===== config.mk =====
export PLATFORM = sky130hd
export DESIGN_NAME = kbd_panel_top
export DESIGN_NICKNAME = d
export VERILOG_FILES = /design/src/hw/kbd_pkg.sv /design/src/hw/kbd_panel_top.sv /design/src/hw/seg_shifter.sv /design/src/hw/key_display.sv /design/src/hw/scan_fifo.sv /design/src/hw/ps2_rx.sv
export SDC_FILE = /design/constraint.sdc
export NUM_CORES = 1
export LEC_CHECK = 0
export BUFFER_PORTS_ARGS = -buffer_cell sky130_fd_sc_hd__buf_2
export CORE_MARGIN = 3
export CORE_UTILIZATION = 30
export CTS_BUF_LIST = sky130_fd_sc_hd__clkbuf_4
export DETAILED_ROUTE_END_ITERATION = 12
export REMOVE_ABC_BUFFERS = 1
export SLEW_MARGIN = 10
export SYNTH_ARGS = -nofsm -noshare
export SYNTH_HDL_FRONTEND = slang
export SYNTH_SLANG_ARGS = --single-unit

===== constraint.sdc =====
create_clock -name clk200m -period 7 [get_ports clk200m]
set_input_delay 1.75 -clock clk200m [delete_from_list [all_inputs] [get_ports clk200m]]
set_output_delay 1.75 -clock clk200m [all_outputs]
set_load 0.01 [all_outputs]

===== src/hw/kbd_pkg.sv =====
// keyboard panel shared definitions
`default_nettype none

package kbd_pkg;

    // scan code width, one ps/2 data byte
    localparam int CODE_W = 8;

    // display word, the last four codes
    localparam int DISP_W = 32;

    // scan code fifo geometry
    localparam int FIFO_DEPTH = 8;
    localparam int FIFO_AW = 3;

    // clk200m cycles per seg_clk half period
    localparam int SEG_HALF = 4;

    // cycles without a ps/2 falling edge before a partial frame is dropped
    localparam int PS2_TIMEOUT = 4096;

    // one scan code, valid is a single-cycle strobe
    typedef struct packed {
        logic [CODE_W-1:0] code;
        logic              valid;
    } code_t;

    // receiver states
    // start bit is taken in RX_IDLE
    typedef enum logic [1:0] {
        RX_IDLE,
        RX_DATA,
        RX_PARITY,
        RX_STOP
    } rx_state_e;

    // serializer states
    typedef enum logic [1:0] {
        SEG_LOAD,
        SEG_SHIFT,
        SEG_LATCH
    } seg_state_e;

endpackage

`default_nettype wire

===== src/hw/kbd_panel_top.sv =====
// keyboard panel top level
`timescale 1ns/1ns
`default_nettype none

module kbd_panel_top (
    input  wire       clk200m,
    input  wire       rst,
    input  wire       ps2_clk,
    input  wire       ps2_data,
    input  wire [7:0] swt,
    output wire [7:0] leds,
    output wire       seg_clk,
    output wire       seg_clr,
    output wire       seg_dt,
    output wire       seg_en,
    output wire       kb_overflow,
    output wire       kb_parity_err
);

    // receiver to fifo
    kbd_pkg::code_t rx_code;
    // fifo to display consumer
    kbd_pkg::code_t pop_code;
    logic           empty;
    logic           pop;
    // consumer to serializer
    logic [kbd_pkg::DISP_W-1:0] disp_word;

    ps2_rx ps2_rx_i (
        .clk200m    (clk200m),
        .rst        (rst),
        .ps2_clk    (ps2_clk),
        .ps2_data   (ps2_data),
        .rx_code    (rx_code),
        .parity_err (kb_parity_err)
    );

    scan_fifo scan_fifo_i (
        .clk200m   (clk200m),
        .rst       (rst),
        .push_code (rx_code),
        .pop       (pop),
        .pop_code  (pop_code),
        .empty     (empty),
        .overflow  (kb_overflow)
    );

    // switch 0 holds codes in the fifo
    key_display key_display_i (
        .clk200m   (clk200m),
        .rst       (rst),
        .freeze    (swt[0]),
        .empty     (empty),
        .pop       (pop),
        .pop_code  (pop_code),
        .disp_word (disp_word),
        .leds      (leds)
    );

    seg_shifter seg_shifter_i (
        .clk200m   (clk200m),
        .rst       (rst),
        .disp_word (disp_word),
        .seg_clk   (seg_clk),
        .seg_clr   (seg_clr),
        .seg_dt    (seg_dt),
        .seg_en    (seg_en)
    );

endmodule

`default_nettype wire


===== src/hw/seg_shifter.sv =====
// seven-segment chain serializer
`timescale 1ns/1ns
`default_nettype none

module seg_shifter (
    input  wire                        clk200m,
    input  wire                        rst,
    input  wire [kbd_pkg::DISP_W-1:0]  disp_word,
    output logic                       seg_clk,
    output logic                       seg_clr,
    output logic                       seg_dt,
    output logic                       seg_en
);

    typedef logic [$clog2(kbd_pkg::SEG_HALF)-1:0] div_cnt_t;
    typedef logic [$clog2(2 * kbd_pkg::DISP_W)-1:0] half_cnt_t;

    kbd_pkg::seg_state_e state;
    // cycles within a half period
    div_cnt_t            div_cnt;
    // half periods within the frame, lsb is seg_clk level
    half_cnt_t           half_cnt;
    logic                div_last;

    // frame copy, disp_word may change mid frame
    logic [kbd_pkg::DISP_W-1:0] shadow;

    assign div_last = (div_cnt == div_cnt_t'(kbd_pkg::SEG_HALF - 1));

    always_ff @(posedge clk200m or posedge rst) begin
        if (rst) begin
            state    <= kbd_pkg::SEG_LOAD;
            div_cnt  <= '0;
            half_cnt <= '0;
            seg_clr  <= 1'b0;
        end else begin
            // chain clear released once out of reset
            seg_clr <= 1'b1;
            case (state)
                kbd_pkg::SEG_LOAD: begin
                    div_cnt  <= '0;
                    half_cnt <= '0;
                    state    <= kbd_pkg::SEG_SHIFT;
                end
                kbd_pkg::SEG_SHIFT: begin
                    div_cnt <= div_last ? '0 : div_cnt + 1'b1;
                    if (div_last) begin
                        half_cnt <= half_cnt + 1'b1;
                        if (half_cnt == half_cnt_t'(2 * kbd_pkg::DISP_W - 1)) begin
                            state <= kbd_pkg::SEG_LATCH;
                        end
                    end
                end
                kbd_pkg::SEG_LATCH: begin
                    div_cnt <= div_last ? '0 : div_cnt + 1'b1;
                    if (div_last) begin
                        state <= kbd_pkg::SEG_LOAD;
                    end
                end
                default: begin
                    state <= kbd_pkg::SEG_LOAD;
                end
            endcase
        end
    end

    // msb first, next bit appears as seg_clk falls
    always_ff @(posedge clk200m) begin
        if (state == kbd_pkg::SEG_LOAD) begin
            shadow <= disp_word;
        end else if (state == kbd_pkg::SEG_SHIFT && div_last && half_cnt[0]) begin
            shadow <= {shadow[kbd_pkg::DISP_W-2:0], 1'b0};
        end
    end

    // low half then high half per bit
    assign seg_clk = (state == kbd_pkg::SEG_SHIFT) && half_cnt[0];
    assign seg_dt  = (state == kbd_pkg::SEG_SHIFT) && shadow[kbd_pkg::DISP_W-1];
    assign seg_en  = (state == kbd_pkg::SEG_LATCH);

    // latch pulse never overlaps a shift clock
    a_en_clk_apart: assert property (
        @(posedge clk200m) disable iff (rst) !(seg_en && seg_clk)
    );

endmodule

`default_nettype wire


===== src/hw/key_display.sv =====
// scan code display consumer
`timescale 1ns/1ns
`default_nettype none

module key_display (
    input  wire                          clk200m,
    input  wire                          rst,
    input  wire                          freeze,
    input  wire                          empty,
    output logic                         pop,
    input  wire                          kbd_pkg::code_t pop_code,
    output logic [kbd_pkg::DISP_W-1:0]   disp_word,
    output logic [7:0]                   leds
);

    always_ff @(posedge clk200m or posedge rst) begin
        if (rst) begin
            pop       <= 1'b0;
            disp_word <= '0;
        end else begin
            // one pop in flight at a time
            // empty is fresh again one cycle after a pop
            pop <= !freeze && !empty && !pop;
            // oldest code falls off the top byte
            if (pop_code.valid) begin
                disp_word <= {disp_word[kbd_pkg::DISP_W-kbd_pkg::CODE_W-1:0],
                              pop_code.code};
            end
        end
    end

    // leds show the newest code
    assign leds = disp_word[kbd_pkg::CODE_W-1:0];

    // fifo answers each pop exactly one cycle later
    a_pop_answer: assert property (
        @(posedge clk200m) disable iff (rst) pop |=> pop_code.valid
    );

    a_no_stray_data: assert property (
        @(posedge clk200m) disable iff (rst) pop_code.valid |-> $past(pop)
    );

endmodule

`default_nettype wire


===== src/hw/scan_fifo.sv =====
// scan code fifo
`timescale 1ns/1ns
`default_nettype none

module scan_fifo (
    input  wire            clk200m,
    input  wire            rst,
    input  wire            kbd_pkg::code_t push_code,
    input  wire            pop,
    output kbd_pkg::code_t pop_code,
    output logic           empty,
    output logic           overflow
);

    typedef logic [kbd_pkg::FIFO_AW:0] cnt_t;

    logic [kbd_pkg::CODE_W-1:0] mem [kbd_pkg::FIFO_DEPTH];
    logic [kbd_pkg::FIFO_AW-1:0] wr_ptr;
    logic [kbd_pkg::FIFO_AW-1:0] rd_ptr;
    cnt_t                        count;
    cnt_t                        count_nxt;

    logic                       full;
    logic                       do_push;
    logic                       do_pop;
    logic [kbd_pkg::CODE_W-1:0] pop_data;
    logic                       pop_valid;

    assign full    = (count == cnt_t'(kbd_pkg::FIFO_DEPTH));
    // codes arriving while full are lost
    assign do_push = push_code.valid && !full;
    assign do_pop  = pop && !empty;

    always_comb begin
        count_nxt = count;
        if (do_push && !do_pop) begin
            count_nxt = count + 1'b1;
        end else if (do_pop && !do_push) begin
            count_nxt = count - 1'b1;
        end
    end

    always_ff @(posedge clk200m or posedge rst) begin
        if (rst) begin
            wr_ptr    <= '0;
            rd_ptr    <= '0;
            count     <= '0;
            empty     <= 1'b1;
            overflow  <= 1'b0;
            pop_valid <= 1'b0;
        end else begin
            count     <= count_nxt;
            // registered flag follows the updated count
            empty     <= (count_nxt == '0);
            pop_valid <= do_pop;
            if (do_push) begin
                wr_ptr <= wr_ptr + 1'b1;
            end
            if (do_pop) begin
                rd_ptr <= rd_ptr + 1'b1;
            end
            // sticky until reset
            if (push_code.valid && full) begin
                overflow <= 1'b1;
            end
        end
    end

    // storage and read data
    always_ff @(posedge clk200m) begin
        if (do_push) begin
            mem[wr_ptr] <= push_code.code;
        end
        if (do_pop) begin
            pop_data <= mem[rd_ptr];
        end
    end

    assign pop_code.code  = pop_data;
    assign pop_code.valid = pop_valid;

    // consumer must respect empty
    a_no_pop_empty: assert property (
        @(posedge clk200m) disable iff (rst) pop |-> !empty
    );

    a_count_bound: assert property (
        @(posedge clk200m) disable iff (rst) count <= cnt_t'(kbd_pkg::FIFO_DEPTH)
    );

endmodule

`default_nettype wire


===== src/hw/ps2_rx.sv =====
// ps/2 keyboard receiver
`timescale 1ns/1ns
`default_nettype none

module ps2_rx (
    input  wire            clk200m,
    input  wire            rst,
    input  wire            ps2_clk,
    input  wire            ps2_data,
    output kbd_pkg::code_t rx_code,
    output logic           parity_err
);

    typedef logic [$clog2(kbd_pkg::PS2_TIMEOUT)-1:0] tmo_cnt_t;
    typedef logic [$clog2(kbd_pkg::CODE_W)-1:0] bit_cnt_t;

    // two-flop synchronizers, lines idle high
    logic [1:0] clk_sync;
    logic [1:0] data_sync;
    logic       clk_prev;
    logic       fall;

    kbd_pkg::rx_state_e state;
    bit_cnt_t           bit_cnt;
    tmo_cnt_t           idle_cnt;

    // frame payload
    logic [kbd_pkg::CODE_W-1:0] shreg;
    logic                       par_bit;
    logic                       frame_ok;
    logic                       valid_q;

    always_ff @(posedge clk200m or posedge rst) begin
        if (rst) begin
            clk_sync  <= 2'b11;
            data_sync <= 2'b11;
            clk_prev  <= 1'b1;
        end else begin
            clk_sync  <= {clk_sync[0], ps2_clk};
            data_sync <= {data_sync[0], ps2_data};
            clk_prev  <= clk_sync[1];
        end
    end

    // falling edge of the synchronized ps/2 clock
    assign fall = clk_prev & ~clk_sync[1];

    // stop bit high and odd parity over data plus parity bit
    assign frame_ok = data_sync[1] & (^{shreg, par_bit});

    // data bits arrive lsb first
    always_ff @(posedge clk200m) begin
        if (fall && state == kbd_pkg::RX_DATA) begin
            shreg <= {data_sync[1], shreg[kbd_pkg::CODE_W-1:1]};
        end
        if (fall && state == kbd_pkg::RX_PARITY) begin
            par_bit <= data_sync[1];
        end
    end

    always_ff @(posedge clk200m or posedge rst) begin
        if (rst) begin
            state      <= kbd_pkg::RX_IDLE;
            bit_cnt    <= '0;
            idle_cnt   <= '0;
            valid_q    <= 1'b0;
            parity_err <= 1'b0;
        end else begin
            valid_q <= 1'b0;
            // idle counter only runs inside a frame
            if (fall || state == kbd_pkg::RX_IDLE) begin
                idle_cnt <= '0;
            end else begin
                idle_cnt <= idle_cnt + 1'b1;
            end
            if (fall) begin
                case (state)
                    kbd_pkg::RX_IDLE: begin
                        // low data on the first edge is the start bit
                        if (!data_sync[1]) begin
                            state   <= kbd_pkg::RX_DATA;
                            bit_cnt <= '0;
                        end
                    end
                    kbd_pkg::RX_DATA: begin
                        bit_cnt <= bit_cnt + 1'b1;
                        if (bit_cnt == bit_cnt_t'(kbd_pkg::CODE_W - 1)) begin
                            state <= kbd_pkg::RX_PARITY;
                        end
                    end
                    kbd_pkg::RX_PARITY: begin
                        state <= kbd_pkg::RX_STOP;
                    end
                    kbd_pkg::RX_STOP: begin
                        // bad frames only raise the sticky flag
                        if (frame_ok) begin
                            valid_q <= 1'b1;
                        end else begin
                            parity_err <= 1'b1;
                        end
                        state <= kbd_pkg::RX_IDLE;
                    end
                    default: begin
                        state <= kbd_pkg::RX_IDLE;
                    end
                endcase
            end else if (idle_cnt == tmo_cnt_t'(kbd_pkg::PS2_TIMEOUT - 1)) begin
                // keyboard went quiet mid frame
                state <= kbd_pkg::RX_IDLE;
            end
        end
    end

    // shreg holds until the next frame's data bits
    assign rx_code.code  = shreg;
    assign rx_code.valid = valid_q;

    // one code per frame, frames are far longer than two cycles
    a_single_strobe: assert property (
        @(posedge clk200m) disable iff (rst) rx_code.valid |=> !rx_code.valid
    );

endmodule

`default_nettype wire


After elaboration in Yosys (flattened, before gate mapping)
Memories as Yosys holds them, arrays and structs flattened. A register that Yosys moved wholly into a read port is not among the register bits. Cells that the tools add are included.

Add/subtract/negate cells: 8. Equal/unequal tests: 16. Multiplexer cells: 25. Bitwise logic cells: 4. Reductions and logical operators: 35.

Operators with widths (count): $mux W32 (2); $mux W2 (8); $logic_and A1 B1 Y1 (13); $add A12 B1 Y12 const B (1); $eq A12 B12 Y1 const B (1); $mux W12 (1); $pmux W6 S2 (1); $reduce_and A3 Y1 (4); $reduce_bool A2 Y1 (5); $add A3 B1 Y3 const B (3); $reduce_xor A9 Y1 (1); $eq A2 B2 Y1 const B (4); $mux W4 (2); $pmux W2 S4 (1); $add A6 B1 Y6 const B (1); $eq A6 B6 Y1 const B (1); $logic_not A1 Y1 (6); $mux W6 (1); $ne A2 B1 Y1 const B (3); $ne A3 B3 Y1 const B (2); $pmux W2 S3 (1); $pmux W3 S2 (1); $mux W1 (5); $add A4 B1 Y4 const B (1); other kinds (15) (19).

Register bits after elaboration: 122. Bits in writable memories: 64. Input port bits: 12. Output and inout bits: 14. Word-level logic and storage cells: 112. Memories kept: 1.

Memories: scan_fifo_i.mem (words 8, bits a word 8, read ports 1, clocked after Yosys merged registers in 1, wr ports 1, line scan_fifo.sv:17) `logic [kbd_pkg::CODE_W-1:0] mem [kbd_pkg::FIFO_DEPTH];`.

Depth between registers and ports, before layout
Depth in word-level cells: 8. Depth in mapped cells: 7.

Modules after synthesis
From an unflattened synthesis, not the netlist that was laid out.

Cells, all modules: 509. Area total of the unflattened synthesis: 8399.3 µm².

Modules (own cells, without submodules): scan_fifo (instances 1, cells an instance 179, area an instance 3477.1 µm², sequential area each 2488.6 µm²); seg_shifter (instances 1, cells an instance 126, area an instance 1985.7 µm², sequential area each 1236.2 µm²); ps2_rx (instances 1, cells an instance 125, area an instance 1497.7 µm², sequential area each 877.1 µm²); key_display (instances 1, cells an instance 79, area an instance 1438.9 µm², sequential area each 825.8 µm²).

Worst setup path before layout
OpenSTA, ideal clock, no wires.

Path kind: reg-to-output. Start point: register seg_shifter_i.state[1]. End point: output port seg_dt. Arrival: 1063 ps. Data required time: 5250 ps. Path slack: 4187 ps. Stages on the path, launching flop included: 5. Path through: dfrtp_1 -> inv_1 -> ha_1 -> clkbuf_1 -> and2_1.

Longest elaborated chain between the ends: 2.

Ends and longest elaborated chain: start: declaration (line seg_shifter.sv:18) `kbd_pkg::seg_state_e state;`; start signal: assignment (line seg_shifter.sv:32) `state <= kbd_pkg::SEG_LOAD;`; start signal: assignment (line seg_shifter.sv:43) `state <= kbd_pkg::SEG_SHIFT;`; start signal: assignment (line seg_shifter.sv:50) `state <= kbd_pkg::SEG_LATCH;`; $eq A2 B1 Y1 (line seg_shifter.sv:78) `assign seg_dt = (state == kbd_pkg::SEG_SHIFT) && shadow[kbd_pkg::DISP_W-1];`; $logic_and A1 B1 Y1 (line seg_shifter.sv:78); end: declaration (line kbd_panel_top.sv:14) `output wire seg_dt,`.

Every way passes these cells.

Worst setup path in the final report
Start point: register seg_shifter_i.state[1]. End point: output port seg_clk.

Longest elaborated chain between the ends: 2.

Ends and longest elaborated chain: $eq A2 B1 Y1 (line seg_shifter.sv:77) `assign seg_clk = (state == kbd_pkg::SEG_SHIFT) && half_cnt[0];`; $logic_and A1 B1 Y1 (line seg_shifter.sv:77); end: declaration (line kbd_panel_top.sv:12) `output wire seg_clk,`.

Every way passes these cells.

==> results.md <==
- Clk Tree Root Cell: clkbuf_4
- Effective utilization at floorplan: 30.8%
- Type of the worst min-delay path: reg -> reg
- Share of post-route cells with drive strength above 1: 26.8%
- Total wire length: 12700 um
- Number of diodes added for antenna fixing: 0
- Clk pwr share: 22.7%
- Power per unit of standard cell area: 319 nW/um^2
- Vias in the first global route: 4136
- Boundary pin count: 26
- DR pass1 iterations: 4
- Top achievable clock speed: 0.279 GHz
- CP top delay family: flip-flops
- Fraction of the cycle the final worst path needs: 51.3%
- CTS sink cnt: 194
- Max layer used: met4
- Clock-pin transition on the worst setup and hold timing paths: 170 ps
- Min cycle time layout: 3590 ps
- Sequential share of power: 56.4%
- Wire length on met1: 5720 um
- Global-route wire length before repair: 20800 um
- Number of flops mapped to enable cells by yosys: 113
- CP max stage cell: dfrtp_1
- Standard cell area after detailed placement: 8460 um^2
- Detail Route met2 WL: 6420 um
- Kind of critical path: reg -> out
- Chip Width: 170 um
- Avg Synthesized Cell Area: 16.2 um^2
- Netlist area before placement: 8090 um^2
- Largest buffer count on any clock path: 2
- Number of distinct standard cells referenced by the synthesized netlist: 49
- Average via count per standard cell: 4.57
- Port Buf Inserts: 18
- Number of max-slew violations in the final report: 0
- Area of the multi-input gates: 2440 um^2
- Portion of the post-synthesis area used by sequential elements: 67.1%
- Fraction of registers with async set/reset: 41.8%
- Critical Path Max Stage Delay: 450 ps
- Number of DRC violations after detailed-routing iteration 0: 264
- Number of fillers in the final layout: 2547
- Seq. cell area: 5430 um^2
- Detailed-route DRC error count: 0
- Number of gates resized after cts: 0
- Worst path bufs/invs: 2
- FP Rows: 59
- Most instantiated flip-flop cell in the synthesis netlist: edfxtp_1
- Die Y: 170 um
- Internal power summed over all cells: 1.99 mW
- Hold violation count in the final report: 0
- Core utilization of the finished layout: 33.4%
- Total setup buffers inserted after CTS: 0
- Rel. slew slack: 20.7%
- Highest fanout seen on the critical path: 12
- Total number of vias: 3937
- Post-synthesis register bit count: 194
- Worst VDD drop: 0.116 mV
- Slew at the pin closest to its max-slew limit: 1180 ps
- Static leakage: 3.26 nW
- Sequence of cells on the critical path: inv_1, ha_1, and2_1, buf_2
- Overall overflow remaining after global route: 0
- Outcome: finished clean
- Cell count after synthesis: 500
- Antenna Nets Post-Route: 0
- Global-route total usage across every layer: 9.11%
- Detail-routed net length per standard cell: 14.7 um
- Final-report setup violation count: 0
- Setup tns final: 0 ps
- Net switching share of the total power: 28.8%
- Post-route design area: 8770 um^2
- Crit start category: flip-flop
- Worst setup EP type: output pin
- Fin Clk Skew: 31.0 ps
- Detailed-routed wire length on met3: 443 um
- Number of warnings reported in the yosys synthesis log: 0
- Setup repair after global routing missed its margin: no
- Nets: 544
- GPL Wtd Cong: 0.735
- Later-pin clock latency in the skew report: 560 ps
- Post-detail-place hpwl: 8370 um
- CTS H-tree depth: 4
- TritonCTS clock tree: built
- Data required, critical path: 5250 ps
- TritonCTS Buffers: 17
- Total power after layout: 2.80 mW
- Area growth from synthesis to final layout: 8.51%
- Number of antenna violations at the first check in global routing: 0
- R2R setup slack: 4600 ps
- Area of the placeable core: 26300 um^2
- Logic pwr share: 20.9%
- Max Cap Violations: 0
- CTS Hold Buffers Added: 0
- Total Die Area: 29000 um^2
- Largest net degree at the start of global routing: 82
- Arrival time of data at the critical path endpoint: 1840 ps
- Switch Pwr: 0.804 mW
==> final timing paths <==
check | from | to | cells after the start
setup / recovery | seg_shifter_i.state[1] | seg_clk | 4
hold / removal | ps2_rx_i.data_sync[0] | ps2_rx_i.data_sync[1] | 0
max in group asynchronous | rst | key_display_i.disp_word[18] | 3
setup reg to reg | scan_fifo_i.count[0] | scan_fifo_i.mem[2][3] | 5
hold reg to reg | ps2_rx_i.data_sync[0] | ps2_rx_i.data_sync[1] | 0
min in group asynchronous | rst | seg_shifter_i.div_cnt[1] | 3
==> area by class of cell <==
cell class / count / share of cell area, %
multi-input cells: 266 / 27.8
clock buffers: 18 / 1.54
clock inverters: 14 / 2.00
flip-flops and latches: 194 / 61.9
well taps: 335 / 4.78
repair buffers: 24 / 1.54
inverters: 11 / 0.485
==> cell usage after synthesis (3+ instances only) <==
library cell	instances	share of area (%)
nand4_1	3	0.23
edfxtp_1	113	42
clkbuf_1	7	0.32
xor2_1	8	0.87
buf_4	8	0.74
dfrtp_1	75	23
nor4_1	3	0.23
mux4_1	16	5.2
nand3_1	9	0.56
nor3_1	5	0.31
buf_2	11	0.68
a21o_1	3	0.28
dfstp_2	6	1.9
mux2i_1	4	0.50
and2_1	5	0.39
nor2_1	18	0.84
ha_1	18	2.8
inv_1	10	0.46
nor2b_1	5	0.39
a21oi_1	8	0.50
xnor2_1	14	1.5
mux2_2	73	10
a22oi_1	3	0.28
nand2b_1	6	0.46
o21ai_0	13	0.80
nand2_1	28	1.3
==> state kept, by name (all words and copies together), names as in the netlist, 2 cells and up <==
signal and flops:
seg_shifter_i.half_cnt 6, scan_fifo_i.wr_ptr 3, ps2_rx_i.shreg 8, ps2_rx_i.data_sync 2, scan_fifo_i.mem 64, seg_shifter_i.div_cnt 2, ps2_rx_i.bit_cnt 3, ps2_rx_i.clk_sync 2
scan_fifo_i.count 4, ps2_rx_i.state 2, scan_fifo_i.rd_ptr 3, ps2_rx_i.idle_cnt 12, seg_shifter_i.state 2, scan_fifo_i.pop_data 8, seg_shifter_i.shadow 32, key_display_i.disp_word 32
==> power by group through the flow <==
stage	Clock [mW]	Combinational, mW	Sequential, mW
CTS	0.660	0.597	1.58
finish	0.635	0.585	1.58
floorplan	0	0.432	1.58
detailed placement	0	0.594	1.61
global placement	0	0.561	1.59
global route	0.706	0.643	1.61
==> kinds of logic after synthesis <==
logic type      count (synthesis)  synth area share, %
compound gates                 36                 2.82
simple gates                   93                 5.74
flops                         194                 67.1
xor+xnor                       23                 2.66
fa+ha+maj                      20                 3.05
buf+inv                        40                 2.71
other cells                     1               0.0464
mux                            93                 15.9
==> metal layers <==
metal	vias up	GRT usage [%]
met4	0	2.89
met3	11	2.79
met1	1986	11.0
met2	63	15.7
met5	-	0
li1	1877	-
==> worst register-to-register path, cell delays in order (launching register included) <==
cell	delay, ps
dfrtp_1	470
inv_1	80
ha_1	230
nand2_1	180
o21ai_4	110
nor3_1	960
==> per-stage QoR <==
step / instances / worst slack, ps / hold slack (ps)
2_1_floorplan: 471 / 3180 / 345
3_3_place_gp: 830 / 4090 / 347
3_5_place_dp: 830 / 4020 / 347
4_1_cts: 862 / 3350 / 367
5_1_grt: 862 / 3230 / 369
6_report: 862 / 3410 / 367
==> cells in the final DEF (no fill, tap or decap), types with 13 or more instances in the layout <==
cell type	netlist	routed
o21ai_0	13	13
mux4_1	16	16
ha_1	18	18
clkbuf_4	0	18
buf_2	11	18
nand2_1	28	28
dfrtp_1	75	75
mux2_2	73	73
nor2_1	18	18
xnor2_1	14	14
edfxtp_1	113	113
(Power assumes the default switching activity.)
